<file path="src/verilog/riscv_em_pkg.sv">
package riscv_em_pkg;

    localparam int XLEN = 64;

    // major opcodes handled by this slice of the pipeline
    localparam logic [6:0] OPC_OP    = 7'b0110011;
    localparam logic [6:0] OPC_OPIMM = 7'b0010011;
    localparam logic [6:0] OPC_LOAD  = 7'b0000011;
    localparam logic [6:0] OPC_STORE = 7'b0100011;
    localparam logic [6:0] OPC_LUI   = 7'b0110111;
    localparam logic [6:0] OPC_JAL   = 7'b1101111;

    // funct3[1:0] of loads and stores, funct3[2] means zero extend
    localparam logic [1:0] SZ_B = 2'b00;
    localparam logic [1:0] SZ_H = 2'b01;
    localparam logic [1:0] SZ_W = 2'b10;
    localparam logic [1:0] SZ_D = 2'b11;

    localparam logic [1:0] RES_ALU = 2'b00;
    localparam logic [1:0] RES_MEM = 2'b01;
    localparam logic [1:0] RES_PC4 = 2'b10;
    localparam logic [1:0] RES_IMM = 2'b11;

    localparam logic [3:0] CAUSE_LOAD_MISALIGNED  = 4'd4;
    localparam logic [3:0] CAUSE_STORE_MISALIGNED = 4'd6;

    typedef struct packed {
        logic            valid;
        logic            regw;
        logic [1:0]      resultsrc;
        logic [2:0]      memext;    // load funct3
        logic [1:0]      storesrc;  // store size
        logic            is_load;
        logic            is_store;
        logic            load_misaligned;
        logic            store_misaligned;
        logic [4:0]      rdaddr;
        logic [XLEN-1:0] pc;
        logic [XLEN-1:0] pcplus4;
        logic [XLEN-1:0] result;    // alu value or memory address
        logic [XLEN-1:0] storedata;
        logic [XLEN-1:0] imm;
    } em_payload_t;

    typedef struct packed {
        logic            valid;
        logic            regw;
        logic [1:0]      resultsrc;
        logic [4:0]      rdaddr;
        logic [XLEN-1:0] pc;
        logic [XLEN-1:0] pcplus4;
        logic [XLEN-1:0] result;
        logic [XLEN-1:0] loaddata;
        logic [XLEN-1:0] imm;
        logic            trap;
        logic [3:0]      cause;
    } mw_payload_t;

endpackage

</file>
<file path="src/verilog/riscv_wb_stage.sv">
`timescale 1ns/1ps

module riscv_wb_stage (
    input  riscv_em_pkg::mw_payload_t     i_riscv_em_payload,
    output logic                          o_riscv_em_retire,
    output logic                          o_riscv_em_regw,
    output logic [4:0]                    o_riscv_em_rdaddr,
    output logic [riscv_em_pkg::XLEN-1:0] o_riscv_em_rddata,
    output logic                          o_riscv_em_trap,
    output logic [3:0]                    o_riscv_em_cause,
    output logic [riscv_em_pkg::XLEN-1:0] o_riscv_em_pc
);

    always_comb
    begin
        case (i_riscv_em_payload.resultsrc)
            riscv_em_pkg::RES_MEM: o_riscv_em_rddata = i_riscv_em_payload.loaddata;
            riscv_em_pkg::RES_PC4: o_riscv_em_rddata = i_riscv_em_payload.pcplus4;
            riscv_em_pkg::RES_IMM: o_riscv_em_rddata = i_riscv_em_payload.imm;
            default:               o_riscv_em_rddata = i_riscv_em_payload.result;
        endcase
    end

    assign o_riscv_em_retire = i_riscv_em_payload.valid;
    // x0 is never written
    assign o_riscv_em_regw   = i_riscv_em_payload.valid & i_riscv_em_payload.regw &
                               (i_riscv_em_payload.rdaddr != 5'd0);
    assign o_riscv_em_rdaddr = i_riscv_em_payload.rdaddr;
    assign o_riscv_em_trap   = i_riscv_em_payload.trap;
    assign o_riscv_em_cause  = i_riscv_em_payload.cause;
    assign o_riscv_em_pc     = i_riscv_em_payload.pc;

    // trap suppression of regw happens back in the memory stage
    always_comb
    begin
        a_trap_no_regw : assert final (!(o_riscv_em_trap && o_riscv_em_regw))
            else $error("register write on a trapping instruction");
    end

endmodule

</file>
<file path="config.mk">
export PLATFORM = sky130hd
export DESIGN_NAME = riscv_wb_stage
export DESIGN_NICKNAME = d
export VERILOG_FILES = /design/src/verilog/riscv_em_pkg.sv /design/src/verilog/riscv_wb_stage.sv
export SDC_FILE = /design/constraint.sdc
export NUM_CORES = 1
export LEC_CHECK = 0
export ABC_AREA = 1
export BUFFER_PORTS_ARGS = -buffer_cell sky130_fd_sc_hd__buf_2
export CAP_MARGIN = 20
export CORE_AREA = 5 5 179 181
export DETAILED_ROUTE_END_ITERATION = 8
export DIE_AREA = 0 0 184 186
export GPL_ROUTABILITY_DRIVEN = 0
export SYNTH_ARGS = -nofsm -noshare
export SYNTH_HDL_FRONTEND = slang
export SYNTH_SLANG_ARGS = --single-unit
</file>
<file path="constraint.sdc">
create_clock -name vclk -period 1.1
set_input_delay 0.165 -clock vclk [all_inputs]
set_output_delay 0.165 -clock vclk [all_outputs]
set_load 0.02 [all_outputs]
</file>
==> flow_summary.ini, run 1 <==
[global_route]
grt.total_usage = 0.0966
grt_pass1_vias = 4492
antenna_found_initial = 1
grt_max_degree = 63
grt_pass1_wl_mm = 25.6
overflow = 0

[sta]
setup_violations = 64
whs_ns = 0.330
setup_tns_ns = -6.25
min_period_over_period = 1.12
worst_pin_slew_ns = 0.279
finalHoldViolCount = 0
relSlewSlack = 0.814
grt_setup_unrepaired = yes
min_period_ns = 1.24
slew_viol_final = 0
fmax_mhz = 810
final.setup.worst_slack_ns = -0.135

[placed_design]
io_buffers = 336
dp_hpwl_mm = 13.8
place_inst = 1078
place_area_mm2 = 0.00410

[worst_setup_path]
cp_top_family = buffers and inverters
startpoint_type = input pin
arrival_ns = 1.07
critPathSlowestCell = buf_4
crit_required_ns = 0.94
crit_fanout = 8
crit_type = input pin to primary output
path_buf_inv = 4
end_kind = primary output
path_cells = buf_12, nor2_4, buf_6, buf_12, nand2_2, nand4_1, buf_4
cp_common_cell = buf_12
max_stage_delay_ns = 0.16

[power_and_ir_drop]
power.share.clock = 0
p_int_mw = 1.14
comb_power_share = 1.000
switchingPower_mw = 1.25
ir_drop_v = 0.000136
power_density_mw_per_mm2 = 483
swShare = 0.522
total_power_mw = 2.39
pwr-share-seq = 0
cellLeakagePower_nw = 2.43

[route]
drtIter0Drc = 337
vias = 4553
wire_per_inst_um = 17.9
firstDrtPassIters = 5
drc = 0
via_per_inst = 4.17
wl_mm = 19.6
antenna_left = 0

[finish]
final-seq-area_um2 = 0
fillers = 3452
diodes = 0
design.seq.count = 0
areaGrowthSynthToFinish_pct = 91.9
multi_input_area_mm2 = 0.00183
stdcell_area_mm2 = 0.00494
stdcell_count = 1093
clock_buffers = 0
drive_gt1_frac = 0.591
nNetsFinal = 1033

[yosys]
synthCells = 451
synthTopCellsByCount = 192 x nand3_1, 80 x buf_4, 66 x nand2_1
synth.avg_cell_area_um2 = 5.71
yosysSeqAreaShare = 0
yosys.area.top_type_share = 0.373
yosys.cell_count.top_type = nand3_1
yosys-top-cells-area = nand3_1 37%, buf_4 23%, nand4_1 16%
ys_types = 11
syn_area_mm2 = 0.00257
synth_area_leader_cell = nand3_1
synth-warning-count = 0
syn_nets = 785

[status]
status = finished with violations
violations = negative setup slack

[floorplanning]
rows = 64
die_h_um = 186
ios = 474
die-width_um = 184
design.core.area_mm2 = 0.0303
start_util = 0.0851
die_area_mm2 = 0.0342

[clocking]
cts_hold_buf = 0

[hold_path]
min_path_type = input pin to primary output

[flow_run]
cap_viol_max_count = 0
==> logic make-up (layout without fill, tap and decap cells) <==
group	count (synthesis)	after routing	share of synthesized area
buffers and inverters	125	371	0.365
AND/OR/NAND/NOR	326	326	0.635
==> final timing paths <==
path	start	end	slack, ns	depth (start not counted)
worst min-delay path	i_riscv_em_payload[316]	o_riscv_em_pc[55]	0.33	0
worst max-delay path	i_riscv_em_payload[330]	o_riscv_em_rddata[33]	-0.14	7
==> per-layer routing <==
layer  global-route usage  vias to the layer above  routed length [µm]
met3               0.0287                       55                2260
met5                    0                        -                  11
li1                     -                     2048                   -
met1                0.110                     2073                7040
met2                0.171                      375                9650
met4               0.0364                        2                 624
==> metrics by stage <==
step | utilization | worst slack [ns]
after floorplan | - | 0.176
after global placement | 0.136 | -0.227
after detailed placement | 0.136 | -0.215
after CTS | 0.157 | -0.149
after global routing | 0.163 | -0.173
final | 0.163 | -0.135
==> power groups by stage <==
| stage | Clock (mW) | Combinational, mW | Sequential [mW] |
|---|---|---|---|
| 5_1_grt | 0 | 2.54 | 0 |
| 2_1_floorplan | 0 | 1.33 | 0 |
| 3_3_place_gp | 0 | 1.84 | 0 |
| 3_5_place_dp | 0 | 1.85 | 0 |
| 4_1_cts | 0 | 2.29 | 0 |
| 6_report | 0 | 2.39 | 0 |
==> cell usage in the layout, fill, tap and decap left out, drive strengths merged <==
master / n
buf: 364
bufbuf: 1
clkbuf: 2
inv: 4
nand2: 66
nand3: 192
nand3b: 1
nand4: 64
nor2: 3
==> final cells by class <==
cell class         instances  share of cell area
inverters                  4             0.00506
multi-input cells        326               0.370
well taps                396               0.100
repair buffers           367               0.525
==> timing repair <==
item                       4_1_cts  5_1_grt
resized for setup              127       50
buffers inserted                 6        1
setup endpoints to repair       64       64
gates cloned                     9        2
pin swaps                        1        2
Power figures use the tool's default switching activity.
==> run 2: changes to the inputs <==
--- a/config.mk
+++ b/config.mk
@@ -10,5 +10,5 @@
 export CAP_MARGIN = 20
-export CORE_AREA = 5 5 179 181
+export CORE_AREA = 5 5 180 182
 export DETAILED_ROUTE_END_ITERATION = 8
-export DIE_AREA = 0 0 184 186
+export DIE_AREA = 0 0 185 187
 export GPL_ROUTABILITY_DRIVEN = 0
==> constraint.sdc (replaced) <==
create_clock -name vclk -period 1.2
set_input_delay 0.18 -clock vclk [all_inputs]
set_output_delay 0.18 -clock vclk [all_outputs]
set_load 0.005 [all_outputs]
==> run 2 against run 1 <==
Against the previous run: the run still ends with negative setup slack left; critical path depth is 1 higher; core utilization is 1.3 points lower; global-route usage is 0.48 points lower; largest power group unchanged; wire length is 3.5% lower; largest cell class unchanged; clock-buffer cell count stayed put; critical path type unchanged.
==> flow_summary.ini, run 2 (same netlist as run 1, synthesis figures left out) <==
[hold_path]
hold_depth = 0
min_from = i_riscv_em_payload[274]
hold_end = o_riscv_em_pc[13]
min_path_type = input pin to primary output

[sta]
fmax_mhz = 804
setup_violations = 30
grt_setup_unrepaired = yes
final.setup.worst_slack_ns = -0.0445
relSlewSlack = 0.828
min_period_over_period = 1.04
min_period_ns = 1.24
slew_viol_final = 0
finalHoldViolCount = 0
setup_tns_ns = -0.533
whs_ns = 0.360
worst_pin_slew_ns = 0.259

[flow_run]
cap_viol_max_count = 0

[route]
via_per_inst = 4.09
met1_length_mm = 6.43
antenna_left = 0
wl_met3_mm = 1.98
firstDrtPassIters = 5
vias = 4497
wl_mm = 18.9
top_layer_used = met5
drtIter0Drc = 196
drc = 0
route.met2.wl_mm = 9.69
wire_per_inst_um = 17.2

[clocking]
cts_hold_buf = 0

[worst_setup_path]
crit_type = input pin to primary output
startpoint_type = input pin
critPathSlowestCell = nor2_4
end_kind = primary output
crit_fanout = 5
crit_required_ns = 1.02
path_cells = buf_12, nor2_4, buf_12, buf_12, buf_16, nand2_2, nand4_1, buf_2
max_stage_delay_ns = 0.16
cp_common_cell = buf_12
worstSetupStartpoint = i_riscv_em_payload[330]
arrival_ns = 1.06

[power_and_ir_drop]
cellLeakagePower_nw = 2.27
ir_drop_v = 0.0000865
power_density_mw_per_mm2 = 357

[status]
violations = negative setup slack
status = finished with violations

[floorplanning]
die-width_um = 185
design.core.area_mm2 = 0.0304
die_h_um = 187
ios = 474
die_area_mm2 = 0.0346
start_util = 0.0846
rows = 64

[placed_design]
dp_hpwl_mm = 14.5
io_buffers = 336
place_area_mm2 = 0.00414

[finish]
mostFrequentLayoutCells = 334 x buf_2, 187 x nand3_1, 64 x nand4_1
final_common_cell = buf_2
clock_buffers = 0
drive_gt1_frac = 0.557
stdcell_area_mm2 = 0.00456
final-seq-area_um2 = 0
multi_input_area_mm2 = 0.00171
areaGrowthSynthToFinish_pct = 77.3
design.seq.count = 0
fillers = 3568
nNetsFinal = 1038

[global_route]
grt.total_usage = 0.0918
antenna_found_initial = 6
grt_pass1_vias = 4374
grt_max_degree = 57
grt_pass1_wl_mm = 24.8
overflow = 0
run 2: per-layer routing:
| layer | track usage | vias up |
|---|---|---|
| met1 | 0.0929 | 2050 |
| met4 | 0.0344 | 8 |
| li1 | - | 2062 |
| met2 | 0.176 | 321 |
| met5 | 0 | - |
| met3 | 0.0247 | 56 |
run 2: cell type report:
type,count,area share
Inverter,4,0.00439
Antenna cell,2,0.00110
Tap cell,396,0.109
Timing Repair Buffer,372,0.511
Multi-Input combinational cell,326,0.375
run 2: how the worst max path moves through the flow:
| stage | end | slack, ns | depth (start not counted) |
|---|---|---|---|
| final | o_riscv_em_rddata[59] | -0.04 | 8 |
| after global routing | o_riscv_em_rddata[59] | -0.11 | 8 |
| after CTS | o_riscv_em_rddata[9] | -0.07 | 7 |
| after detailed placement | o_riscv_em_rddata[54] | -0.12 | 6 |
| after global placement | o_riscv_em_rddata[44] | -0.11 | 6 |
| after floorplan | o_riscv_em_rddata[0] | 0.36 | 4 |
run 2: critical path, delay by kind of cell:
kind          cells  cell delay [ns]
buf+inv           5             0.61
simple gates      3             0.26
run 2: where the power goes:
part | internal, mW | switching (mW) | leakage (nW)
clock network | 0.000000223 | 0 | 0.0000127
logic | 0.844 | 0.787 | 2.27
registers | 0 | 0 | 0
run 2: through the flow:
step,setup slack [ns],utilization,std cells,power (mW)
4_1_cts,-0.0694,0.146,1095,1.60
5_1_grt,-0.113,0.150,1100,1.78
2_1_floorplan,0.356,-,451,0.794
3_5_place_dp,-0.115,0.136,1085,1.45
3_3_place_gp,-0.107,0.136,1085,1.43
6_report,-0.0445,0.150,1100,1.63
run 2: repair_timing:
item | in CTS | in global routing
gates resized for setup | 31 | 11
setup buffers | 5 | 0
cloned | 5 | 3
setup endpoints to repair | 64 | 55
